==> config.mk <==
export PLATFORM = sky130hd
export DESIGN_NAME = read_interconnect
export DESIGN_NICKNAME = d
export VERILOG_FILES = /design/src/verilog/axi_read_pkg.sv /design/src/verilog/ar_forward.sv /design/src/verilog/decode_error_slave.sv /design/src/verilog/r_return.sv /design/src/verilog/read_arbiter.sv /design/src/verilog/read_interconnect.sv
export SDC_FILE = /design/constraint.sdc
export NUM_CORES = 1
export LEC_CHECK = 0
export BUFFER_PORTS_ARGS = -buffer_cell sky130_fd_sc_hd__buf_2
export CAP_MARGIN = 10
export CORE_AREA = 2 2 319 321
export DETAILED_ROUTE_END_ITERATION = 8
export DIE_AREA = 0 0 321 323
export PLACE_DENSITY = 0.33
export REMOVE_ABC_BUFFERS = 1
export SYNTH_ARGS = -nofsm -noshare
export SYNTH_HDL_FRONTEND = slang
export SYNTH_SLANG_ARGS = --single-unit
==> constraint.sdc <==
create_clock -name ACLK -period 9.1 [get_ports ACLK]
set_clock_uncertainty 0.2 [all_clocks]
set_input_delay 1.365 -clock ACLK [delete_from_list [all_inputs] [get_ports ACLK]]
set_output_delay 1.365 -clock ACLK [all_outputs]
set_load 0.05 [all_outputs]
==> src/verilog/axi_read_pkg.sv <==
package axi_read_pkg;

    // byte address on the AR channel
    typedef logic [31:0] addr_t;

    // burst length, beats = len + 1
    typedef logic [3:0] len_t;

    // read response codes
    typedef logic [1:0] resp_t;
    localparam resp_t RESP_OKAY   = 2'b00;
    localparam resp_t RESP_DECERR = 2'b11;

    // granted master, doubles as arbiter state
    typedef enum logic [1:0] {
        MST_NONE,
        MST_M0,
        MST_M1,
        MST_M2
    } master_t;

    // slave index in address map order
    typedef logic [3:0] slave_t;
    localparam slave_t SLV_ROM   = 4'd0;
    localparam slave_t SLV_IM    = 4'd1;
    localparam slave_t SLV_DM    = 4'd2;
    localparam slave_t SLV_SCTRL = 4'd3;
    localparam slave_t SLV_WDT   = 4'd4;
    localparam slave_t SLV_DRAM  = 4'd5;
    localparam slave_t SLV_EPU   = 4'd6;
    localparam slave_t SLV_DMA   = 4'd7;
    // unmapped, goes to the error responder
    localparam slave_t SLV_NONE  = 4'd8;

    localparam int NUM_MASTERS = 3;
    localparam int NUM_SLAVES  = 8;

    // region match values
    // most regions compare address bits 31:16
    // DRAM compares only bits 31:24
    localparam logic [15:0] REGION_ROM   = 16'h0000;
    localparam logic [15:0] REGION_IM    = 16'h0001;
    localparam logic [15:0] REGION_DM    = 16'h0002;
    localparam logic [15:0] REGION_SCTRL = 16'h1000;
    localparam logic [15:0] REGION_WDT   = 16'h1001;
    localparam logic [7:0]  REGION_DRAM  = 8'h20;
    localparam logic [15:0] REGION_EPU   = 16'h0010;
    localparam logic [15:0] REGION_DMA   = 16'h0003;
    // any other address decodes to SLV_NONE

    typedef struct packed {
        addr_t addr;
        len_t  len;
    } ar_req_t;

    typedef struct packed {
        resp_t resp;
        logic  last;
    } r_ctrl_t;

    // active whenever mst is not MST_NONE
    typedef struct packed {
        master_t mst;
        slave_t  slv;
    } route_t;

    // one bit per master port, zero when idle
    function automatic logic [NUM_MASTERS-1:0] grant_onehot(input master_t mst);
        logic [NUM_MASTERS-1:0] gnt;
        gnt = '0;
        case (mst)
            MST_M0:  gnt[0] = 1'b1;
            MST_M1:  gnt[1] = 1'b1;
            MST_M2:  gnt[2] = 1'b1;
            default: gnt = '0;
        endcase
        return gnt;
    endfunction

endpackage

==> src/verilog/ar_forward.sv <==
`timescale 1ns/1ps

module ar_forward #(
    parameter int DATA_WIDTH = 32
) (
    input  logic                                                ACLK,
    input  logic                                                ARESETn,
    input  axi_read_pkg::route_t                                route,
    input  axi_read_pkg::ar_req_t [axi_read_pkg::NUM_MASTERS-1:0] m_ar,
    input  logic [axi_read_pkg::NUM_MASTERS-1:0]                m_arvalid,
    output logic [axi_read_pkg::NUM_MASTERS-1:0]                m_arready,
    output axi_read_pkg::ar_req_t [axi_read_pkg::NUM_SLAVES-1:0]  s_ar,
    output logic [axi_read_pkg::NUM_SLAVES-1:0]                 s_arvalid,
    input  logic [axi_read_pkg::NUM_SLAVES-1:0]                 s_arready,
    output axi_read_pkg::ar_req_t                               err_ar,
    output logic                                                err_arvalid,
    input  logic                                                err_arready
);

    logic [axi_read_pkg::NUM_MASTERS-1:0] gnt;
    axi_read_pkg::ar_req_t                sel_ar;
    logic                                 sel_valid;
    logic                                 tgt_ready;
    logic                                 req;
    logic                                 sent;

    // bus must carry whole bytes
    if (DATA_WIDTH % 8 != 0) begin : g_width_check
        $error("DATA_WIDTH is not a multiple of 8");
    end

    assign gnt = axi_read_pkg::grant_onehot(route.mst);

    always_comb begin
        // pick granted master's request
        sel_ar    = '0;
        sel_valid = 1'b0;
        for (int i = 0; i < axi_read_pkg::NUM_MASTERS; i++) begin
            if (gnt[i]) begin
                sel_ar    = m_ar[i];
                sel_valid = m_arvalid[i];
            end
        end
        // one address per grant
        req = sel_valid && !sent;
        // fan out to the routed target only
        s_ar      = '0;
        s_arvalid = '0;
        tgt_ready = err_arready;
        for (int j = 0; j < axi_read_pkg::NUM_SLAVES; j++) begin
            if (route.slv == axi_read_pkg::slave_t'(j)) begin
                s_ar[j]      = sel_ar;
                s_arvalid[j] = req;
                tgt_ready    = s_arready[j];
            end
        end
        err_ar      = sel_ar;
        err_arvalid = req && (route.slv == axi_read_pkg::SLV_NONE);
        // ready back to the owner only
        m_arready = gnt & {axi_read_pkg::NUM_MASTERS{tgt_ready && !sent}};
    end

    // set at the AR transfer, cleared in the idle gap
    always_ff @(posedge ACLK) begin
        if (!ARESETn) begin
            sent <= 1'b0;
        end else if (route.mst == axi_read_pkg::MST_NONE) begin
            sent <= 1'b0;
        end else if (req && tgt_ready) begin
            sent <= 1'b1;
        end
    end

    a_one_target: assert property (@(posedge ACLK) disable iff (!ARESETn)
        $onehot0({err_arvalid, s_arvalid}))
        else $error("more than one AR target selected");

endmodule

==> src/verilog/decode_error_slave.sv <==
`timescale 1ns/1ps

module decode_error_slave #(
    parameter int DATA_WIDTH = 32
) (
    input  logic                  ACLK,
    input  logic                  ARESETn,
    input  axi_read_pkg::ar_req_t ar,
    input  logic                  arvalid,
    output logic                  arready,
    output logic [DATA_WIDTH-1:0] rdata,
    output axi_read_pkg::r_ctrl_t rctrl,
    output logic                  rvalid,
    input  logic                  rready
);

    typedef enum logic {
        ERR_IDLE,
        ERR_RESP
    } err_state_t;

    err_state_t         state;
    axi_read_pkg::len_t len_q;
    axi_read_pkg::len_t beat;
    logic               last_beat;

    // address accepted whenever idle
    assign arready   = (state == ERR_IDLE);
    assign rvalid    = (state == ERR_RESP);
    assign last_beat = rvalid && (beat == len_q);

    // zero data, DECERR on every beat
    assign rdata      = '0;
    assign rctrl.resp = axi_read_pkg::RESP_DECERR;
    assign rctrl.last = last_beat;

    always_ff @(posedge ACLK) begin
        if (!ARESETn) begin
            state <= ERR_IDLE;
            beat  <= '0;
        end else begin
            case (state)
                ERR_IDLE: begin
                    if (arvalid) begin
                        state <= ERR_RESP;
                        beat  <= '0;
                    end
                end
                ERR_RESP: begin
                    // one beat per accepted rready
                    if (rready) begin
                        if (last_beat) begin
                            state <= ERR_IDLE;
                        end else begin
                            beat <= beat + 1'b1;
                        end
                    end
                end
                default: state <= ERR_IDLE;
            endcase
        end
    end

    // length captured with the AR transfer
    always_ff @(posedge ACLK) begin
        if (arvalid && arready) begin
            len_q <= ar.len;
        end
    end

endmodule

==> src/verilog/r_return.sv <==
`timescale 1ns/1ps

module r_return #(
    parameter int DATA_WIDTH = 32
) (
    input  axi_read_pkg::route_t                                     route,
    input  logic [axi_read_pkg::NUM_SLAVES-1:0][DATA_WIDTH-1:0]      s_rdata,
    input  axi_read_pkg::r_ctrl_t [axi_read_pkg::NUM_SLAVES-1:0]     s_rctrl,
    input  logic [axi_read_pkg::NUM_SLAVES-1:0]                      s_rvalid,
    output logic [axi_read_pkg::NUM_SLAVES-1:0]                      s_rready,
    input  logic [DATA_WIDTH-1:0]                                    err_rdata,
    input  axi_read_pkg::r_ctrl_t                                    err_rctrl,
    input  logic                                                     err_rvalid,
    output logic                                                     err_rready,
    output logic [axi_read_pkg::NUM_MASTERS-1:0][DATA_WIDTH-1:0]     m_rdata,
    output axi_read_pkg::r_ctrl_t [axi_read_pkg::NUM_MASTERS-1:0]    m_rctrl,
    output logic [axi_read_pkg::NUM_MASTERS-1:0]                     m_rvalid,
    input  logic [axi_read_pkg::NUM_MASTERS-1:0]                     m_rready,
    output logic                                                     burst_done
);

    logic [axi_read_pkg::NUM_MASTERS-1:0] gnt;
    logic [DATA_WIDTH-1:0]                sel_data;
    axi_read_pkg::r_ctrl_t                sel_ctrl;
    logic                                 sel_valid;
    logic                                 sel_ready;
    logic                                 is_err;

    assign gnt    = axi_read_pkg::grant_onehot(route.mst);
    assign is_err = (route.slv == axi_read_pkg::SLV_NONE);

    always_comb begin
        // source side, error responder unless a slave matches
        sel_data  = err_rdata;
        sel_ctrl  = err_rctrl;
        sel_valid = err_rvalid;
        for (int j = 0; j < axi_read_pkg::NUM_SLAVES; j++) begin
            if (route.slv == axi_read_pkg::slave_t'(j)) begin
                sel_data  = s_rdata[j];
                sel_ctrl  = s_rctrl[j];
                sel_valid = s_rvalid[j];
            end
        end
        // owner's rready, zero when idle
        sel_ready = |(gnt & m_rready);
        // other masters see nothing
        for (int i = 0; i < axi_read_pkg::NUM_MASTERS; i++) begin
            m_rdata[i]  = gnt[i] ? sel_data : '0;
            m_rctrl[i]  = gnt[i] ? sel_ctrl : '0;
            m_rvalid[i] = gnt[i] && sel_valid;
        end
        // back-pressure straight to the source
        for (int j = 0; j < axi_read_pkg::NUM_SLAVES; j++) begin
            s_rready[j] = (route.slv == axi_read_pkg::slave_t'(j)) && sel_ready;
        end
        err_rready = is_err && sel_ready;
    end

    // last beat accepted by the granted master
    assign burst_done = sel_valid && sel_ready && sel_ctrl.last;

    // slave data must never be consumed with no grant
    always_comb begin
        if (route.mst == axi_read_pkg::MST_NONE) begin
            a_no_stray_beat: assert (!(|(s_rvalid & s_rready)))
                else $error("slave R beat accepted with no active route");
        end
    end

endmodule

==> src/verilog/read_arbiter.sv <==
`timescale 1ns/1ps

module read_arbiter (
    input  logic                                                ACLK,
    input  logic                                                ARESETn,
    input  axi_read_pkg::ar_req_t [axi_read_pkg::NUM_MASTERS-1:0] m_ar,
    input  logic [axi_read_pkg::NUM_MASTERS-1:0]                m_arvalid,
    input  logic                                                m1_wvalid,
    input  logic                                                burst_done,
    output axi_read_pkg::route_t                                route
);

    axi_read_pkg::master_t state;
    axi_read_pkg::master_t next_mst;
    axi_read_pkg::addr_t   next_addr;
    axi_read_pkg::addr_t   addr_q;
    axi_read_pkg::slave_t  dec_slv;

    // fixed priority pick, M2 first
    // M1 waits while its write data is pending
    always_comb begin
        next_mst  = axi_read_pkg::MST_NONE;
        next_addr = m_ar[0].addr;
        if (m_arvalid[2]) begin
            next_mst  = axi_read_pkg::MST_M2;
            next_addr = m_ar[2].addr;
        end else if (m_arvalid[1] && !m1_wvalid) begin
            next_mst  = axi_read_pkg::MST_M1;
            next_addr = m_ar[1].addr;
        end else if (m_arvalid[0]) begin
            next_mst  = axi_read_pkg::MST_M0;
            next_addr = m_ar[0].addr;
        end
    end

    // grant held until the last beat is accepted
    always_ff @(posedge ACLK) begin
        if (!ARESETn) begin
            state <= axi_read_pkg::MST_NONE;
        end else if (state == axi_read_pkg::MST_NONE) begin
            state <= next_mst;
        end else if (burst_done) begin
            state <= axi_read_pkg::MST_NONE;
        end
    end

    // address sampled on every idle edge, so it is
    // the granted one once the grant takes effect
    always_ff @(posedge ACLK) begin
        if (state == axi_read_pkg::MST_NONE) begin
            addr_q <= next_addr;
        end
    end

    // address map
    always_comb begin
        if (addr_q[31:16] == axi_read_pkg::REGION_ROM) begin
            dec_slv = axi_read_pkg::SLV_ROM;
        end else if (addr_q[31:16] == axi_read_pkg::REGION_IM) begin
            dec_slv = axi_read_pkg::SLV_IM;
        end else if (addr_q[31:16] == axi_read_pkg::REGION_DM) begin
            dec_slv = axi_read_pkg::SLV_DM;
        end else if (addr_q[31:16] == axi_read_pkg::REGION_SCTRL) begin
            dec_slv = axi_read_pkg::SLV_SCTRL;
        end else if (addr_q[31:16] == axi_read_pkg::REGION_WDT) begin
            dec_slv = axi_read_pkg::SLV_WDT;
        end else if (addr_q[31:24] == axi_read_pkg::REGION_DRAM) begin
            dec_slv = axi_read_pkg::SLV_DRAM;
        end else if (addr_q[31:16] == axi_read_pkg::REGION_EPU) begin
            dec_slv = axi_read_pkg::SLV_EPU;
        end else if (addr_q[31:16] == axi_read_pkg::REGION_DMA) begin
            dec_slv = axi_read_pkg::SLV_DMA;
        end else begin
            dec_slv = axi_read_pkg::SLV_NONE;
        end
    end

    // slave field only meaningful while granted
    always_comb begin
        route.mst = state;
        if (state == axi_read_pkg::MST_NONE) begin
            route.slv = axi_read_pkg::SLV_NONE;
        end else begin
            route.slv = dec_slv;
        end
    end

    // route frozen for the whole burst
    a_route_hold: assert property (@(posedge ACLK) disable iff (!ARESETn)
        (route.mst != axi_read_pkg::MST_NONE && !burst_done) |=> $stable(route))
        else $error("route changed during a burst");

    // last beat from r_return only under a grant
    a_done_active: assert property (@(posedge ACLK) disable iff (!ARESETn)
        burst_done |-> route.mst != axi_read_pkg::MST_NONE)
        else $error("burst_done without an active route");

endmodule

==> src/verilog/read_interconnect.sv <==
`timescale 1ns/1ps

module read_interconnect #(
    parameter int DATA_WIDTH = 32
) (
    input  logic                                                  ACLK,
    input  logic                                                  ARESETn,
    // master side
    input  axi_read_pkg::ar_req_t [axi_read_pkg::NUM_MASTERS-1:0]  m_ar,
    input  logic [axi_read_pkg::NUM_MASTERS-1:0]                  m_arvalid,
    output logic [axi_read_pkg::NUM_MASTERS-1:0]                  m_arready,
    output logic [axi_read_pkg::NUM_MASTERS-1:0][DATA_WIDTH-1:0]  m_rdata,
    output axi_read_pkg::r_ctrl_t [axi_read_pkg::NUM_MASTERS-1:0] m_rctrl,
    output logic [axi_read_pkg::NUM_MASTERS-1:0]                  m_rvalid,
    input  logic [axi_read_pkg::NUM_MASTERS-1:0]                  m_rready,
    input  logic                                                  m1_wvalid,
    // slave side
    output axi_read_pkg::ar_req_t [axi_read_pkg::NUM_SLAVES-1:0]   s_ar,
    output logic [axi_read_pkg::NUM_SLAVES-1:0]                   s_arvalid,
    input  logic [axi_read_pkg::NUM_SLAVES-1:0]                   s_arready,
    input  logic [axi_read_pkg::NUM_SLAVES-1:0][DATA_WIDTH-1:0]   s_rdata,
    input  axi_read_pkg::r_ctrl_t [axi_read_pkg::NUM_SLAVES-1:0]  s_rctrl,
    input  logic [axi_read_pkg::NUM_SLAVES-1:0]                   s_rvalid,
    output logic [axi_read_pkg::NUM_SLAVES-1:0]                   s_rready
);

    axi_read_pkg::route_t  route;
    logic                  burst_done;
    // error responder channels
    axi_read_pkg::ar_req_t err_ar;
    logic                  err_arvalid;
    logic                  err_arready;
    logic [DATA_WIDTH-1:0] err_rdata;
    axi_read_pkg::r_ctrl_t err_rctrl;
    logic                  err_rvalid;
    logic                  err_rready;

    read_arbiter i_read_arbiter (
        .ACLK       (ACLK),
        .ARESETn    (ARESETn),
        .m_ar       (m_ar),
        .m_arvalid  (m_arvalid),
        .m1_wvalid  (m1_wvalid),
        .burst_done (burst_done),
        .route      (route)
    );

    ar_forward #(
        .DATA_WIDTH (DATA_WIDTH)
    ) i_ar_forward (
        .ACLK        (ACLK),
        .ARESETn     (ARESETn),
        .route       (route),
        .m_ar        (m_ar),
        .m_arvalid   (m_arvalid),
        .m_arready   (m_arready),
        .s_ar        (s_ar),
        .s_arvalid   (s_arvalid),
        .s_arready   (s_arready),
        .err_ar      (err_ar),
        .err_arvalid (err_arvalid),
        .err_arready (err_arready)
    );

    r_return #(
        .DATA_WIDTH (DATA_WIDTH)
    ) i_r_return (
        .route      (route),
        .s_rdata    (s_rdata),
        .s_rctrl    (s_rctrl),
        .s_rvalid   (s_rvalid),
        .s_rready   (s_rready),
        .err_rdata  (err_rdata),
        .err_rctrl  (err_rctrl),
        .err_rvalid (err_rvalid),
        .err_rready (err_rready),
        .m_rdata    (m_rdata),
        .m_rctrl    (m_rctrl),
        .m_rvalid   (m_rvalid),
        .m_rready   (m_rready),
        .burst_done (burst_done)
    );

    decode_error_slave #(
        .DATA_WIDTH (DATA_WIDTH)
    ) i_decode_error_slave (
        .ACLK    (ACLK),
        .ARESETn (ARESETn),
        .ar      (err_ar),
        .arvalid (err_arvalid),
        .arready (err_arready),
        .rdata   (err_rdata),
        .rctrl   (err_rctrl),
        .rvalid  (err_rvalid),
        .rready  (err_rready)
    );

endmodule
==> results.json <==
{
  "muxShareOfSynthArea": 0.176,
  "syn_area_per_cell_um2": 6.13,
  "area_delta_synth_final_pct": 83.2,
  "grt_max_degree": 47,
  "cp-endpoint": "m_rdata[2]",
  "clk_latency_ns": 0.27,
  "synthCells": 1147,
  "status": "completed",
  "routed_wl_mm": 75.3,
  "cts_root_buffer": "clkbuf_16",
  "die_w_um": 321,
  "cts_buffers": 3,
  "setup.worst_path.start_class": "flip-flop",
  "first_pass_iters": 5,
  "drt_iter0_markers": 487,
  "drc_errors": 0,
  "end_kind": "output port",
  "synth_cell_types": 72,
  "ctsHoldBuffers": 0,
  "synth-simple-area-share": 0.383,
  "critPathKind": "reg -> out",
  "worstMarginPinSlew_ns": 1.26,
  "cp_max_fo": 45,
  "grt_pass1_wl_mm": 96.5,
  "setup_violations": 0,
  "dieArea_um2": 104000,
  "nFillCells": 11900,
  "path_clk_slew_ns": 0.07,
  "arrival_ns": 4.22,
  "slew_violations": 0,
  "mostFrequentLayoutCells": "buf_2, nor2_1, nand2_1, mux2_2, a21oi_1",
  "layout_commonest_cell": "buf_2",
  "synth_top_family_by_area": "simple AND/OR/NAND/NOR gates",
  "synth_flop_cell": "edfxtp_1",
  "initial_core_util": 0.0698,
  "reg2reg_depth": 8,
  "hold_class": "reg -> reg",
  "synth_fa_ha_area_frac": 0.00178,
  "ys_seq_elements": 28,
  "hold_violations": 0,
  "crit_start": "i_read_arbiter.state[0]$_SDFFE_PN0P_",
  "dp_hpwl_mm": 62.3,
  "cts_resized": 0,
  "syn_area_um2": 7030,
  "r2r_setup_slack_ns": 5.33,
  "drv_cap": 0,
  "synth_compound_area_frac": 0.248,
  "drive_above_1_share": 0.532,
  "cts_buffer_depth": 2,
  "worst-endpoint-required_ns": 7.54,
  "ys_seq_area_frac": 0.108,
  "core-area_um2": 101000,
  "max_freq_mhz": 173,
  "vias": 11800,
  "min_period_ns": 5.78,
  "power.density_nw_per_um2": 141,
  "hold_ws_ns": 0.353,
  "rsz0062_at_grt": "no",
  "cts_setup_buffers": 0,
  "grt_pass1_vias": 11200,
  "yosysWarnings": 0,
  "ant_nets": 0,
  "wl_per_cell_um": 23.3,
  "numPortBuffers": 827,
  "fin_setup_tns_ns": 0,
  "r2r-end": "i_ar_forward.sent$_SDFFE_PP0P_",
  "ir_drop_mv": 0.0861,
  "grt.total_usage": 0.134,
  "antenna_found_initial": 30,
  "hp-start": "i_decode_error_slave.beat[3]$_SDFFE_PN0P_",
  "p_leak_nw": 6.34,
  "synth_xor_xnor_area_share": 0.00872,
  "dpl_cell_area_um2": 12800,
  "relSlewSlack": 0.162,
  "synth_edf_count": 20,
  "place.gp.congestion": 0.755,
  "htreeDepth": 1,
  "final_core_util": 0.128,
  "cts.sinks": 28,
  "ios": 828,
  "period_share": 0.635,
  "cts_tree": "built",
  "design_area_um2": 12900,
  "grt.overflow.total": 0,
  "die_y_um": 323,
  "row_count": 117,
  "async_flop_share": 0,
  "final_nets": 2325,
  "viasPerCell": 3.64,
  "reg2reg_from": "i_read_arbiter.state[0]$_SDFFE_PN0P_"
}
power breakdown:
part	switching, W	internal, W
sequential	0.0000963	0.000200
combinational	0.00100	0.000388
clock	0.0000453	0.0000878
registers in the layout, indices dropped and copies added (netlist names):
name / flops
i_decode_error_slave.len_q: 4
i_read_arbiter.state: 2
i_read_arbiter.addr_q: 16
i_ar_forward.sent: 1
i_decode_error_slave.rvalid: 1
i_decode_error_slave.beat: 4
final cells by class:
class,count,area (um^2),area share
multi-input combinational,999,5850,0.454
timing repair buffer,871,4470,0.347
clock buffer,3,75.1,0.00583
antenna,8,20.0,0.00155
sequential,28,766,0.0595
tap,1309,1640,0.127
inverter,8,30.0,0.00233
clock inverter,1,30.0,0.00233
routing by layer:
metal  global-route usage  vias to the layer above  routed length, um
met3               0.0163                       70               3360
met4               0.0265                       12               1340
met2                0.263                      555              40300
met1                0.155                     5574              30200
li1                     -                     5539                  -
met5                    0                        -                 92
worst min path at each step:
stage | end | slack (ns) | cells past startpoint
global route | i_decode_error_slave.beat[3]$_SDFFE_PN0P_ | 0.37 | 2
detailed placement | i_decode_error_slave.beat[3]$_SDFFE_PN0P_ | 0.33 | 2
global placement | i_decode_error_slave.beat[3]$_SDFFE_PN0P_ | 0.33 | 2
finish | i_decode_error_slave.beat[3]$_SDFFE_PN0P_ | 0.35 | 2
floorplan | i_ar_forward.sent$_SDFFE_PP0P_ | 0.28 | 2
CTS | i_decode_error_slave.beat[3]$_SDFFE_PN0P_ | 0.36 | 2
worst max-delay path, stage by stage, from the launching register on:
cell and delay [ns]:
dfxtp_4 0.86, or2_2 0.40, inv_1 0.41, or4_1 0.81, buf_4 0.24, o221ai_1 0.39, o21ai_1 0.22, a21oi_1 0.28
buf_2 0.31
synthesized netlist by cell type (8+ instances only):
library cell,instances,share of area
nor2_1,410,0.22
nand2_1,90,0.048
mux2_2,68,0.11
a21oi_1,67,0.048
clkbuf_1,63,0.034
nand3_1,49,0.035
mux2i_1,39,0.056
a22oi_1,38,0.041
buf_2,37,0.026
o21ai_0,31,0.022
a32oi_1,20,0.025
edfxtp_1,20,0.085
o211ai_1,20,0.021
or2_2,17,0.015
nor3_1,12,0.0085
a21oi_2,11,0.014
o221ai_1,11,0.014
buf_1,8,0.0043
dfxtp_1,8,0.023
inv_1,8,0.0043
per-stage QoR:
stage | std cells | power (W) | setup slack [ns]
2_1_floorplan | 1035 | 0.000950 | 1.01
3_3_place_gp | 3215 | 0.00176 | 3.50
3_5_place_dp | 3215 | 0.00176 | 3.50
4_1_cts | 3219 | 0.00190 | 3.19
5_1_grt | 3223 | 0.00196 | 3.01
6_report | 3227 | 0.00182 | 3.32
kinds of logic (layout without fill, tap and decap cells):
family / Yosys count / after routing
AND/OR/NAND/NOR: 633 / 633
AO/OA/AOI/OAI: 244 / 244
buffers and inverters: 120 / 883
multiplexers: 114 / 114
flip-flops: 28 / 28
XOR/XNOR: 7 / 7
adder cells (fa/ha/maj): 1 / 1
other: 0 / 8
(Power assumes the default switching activity.)
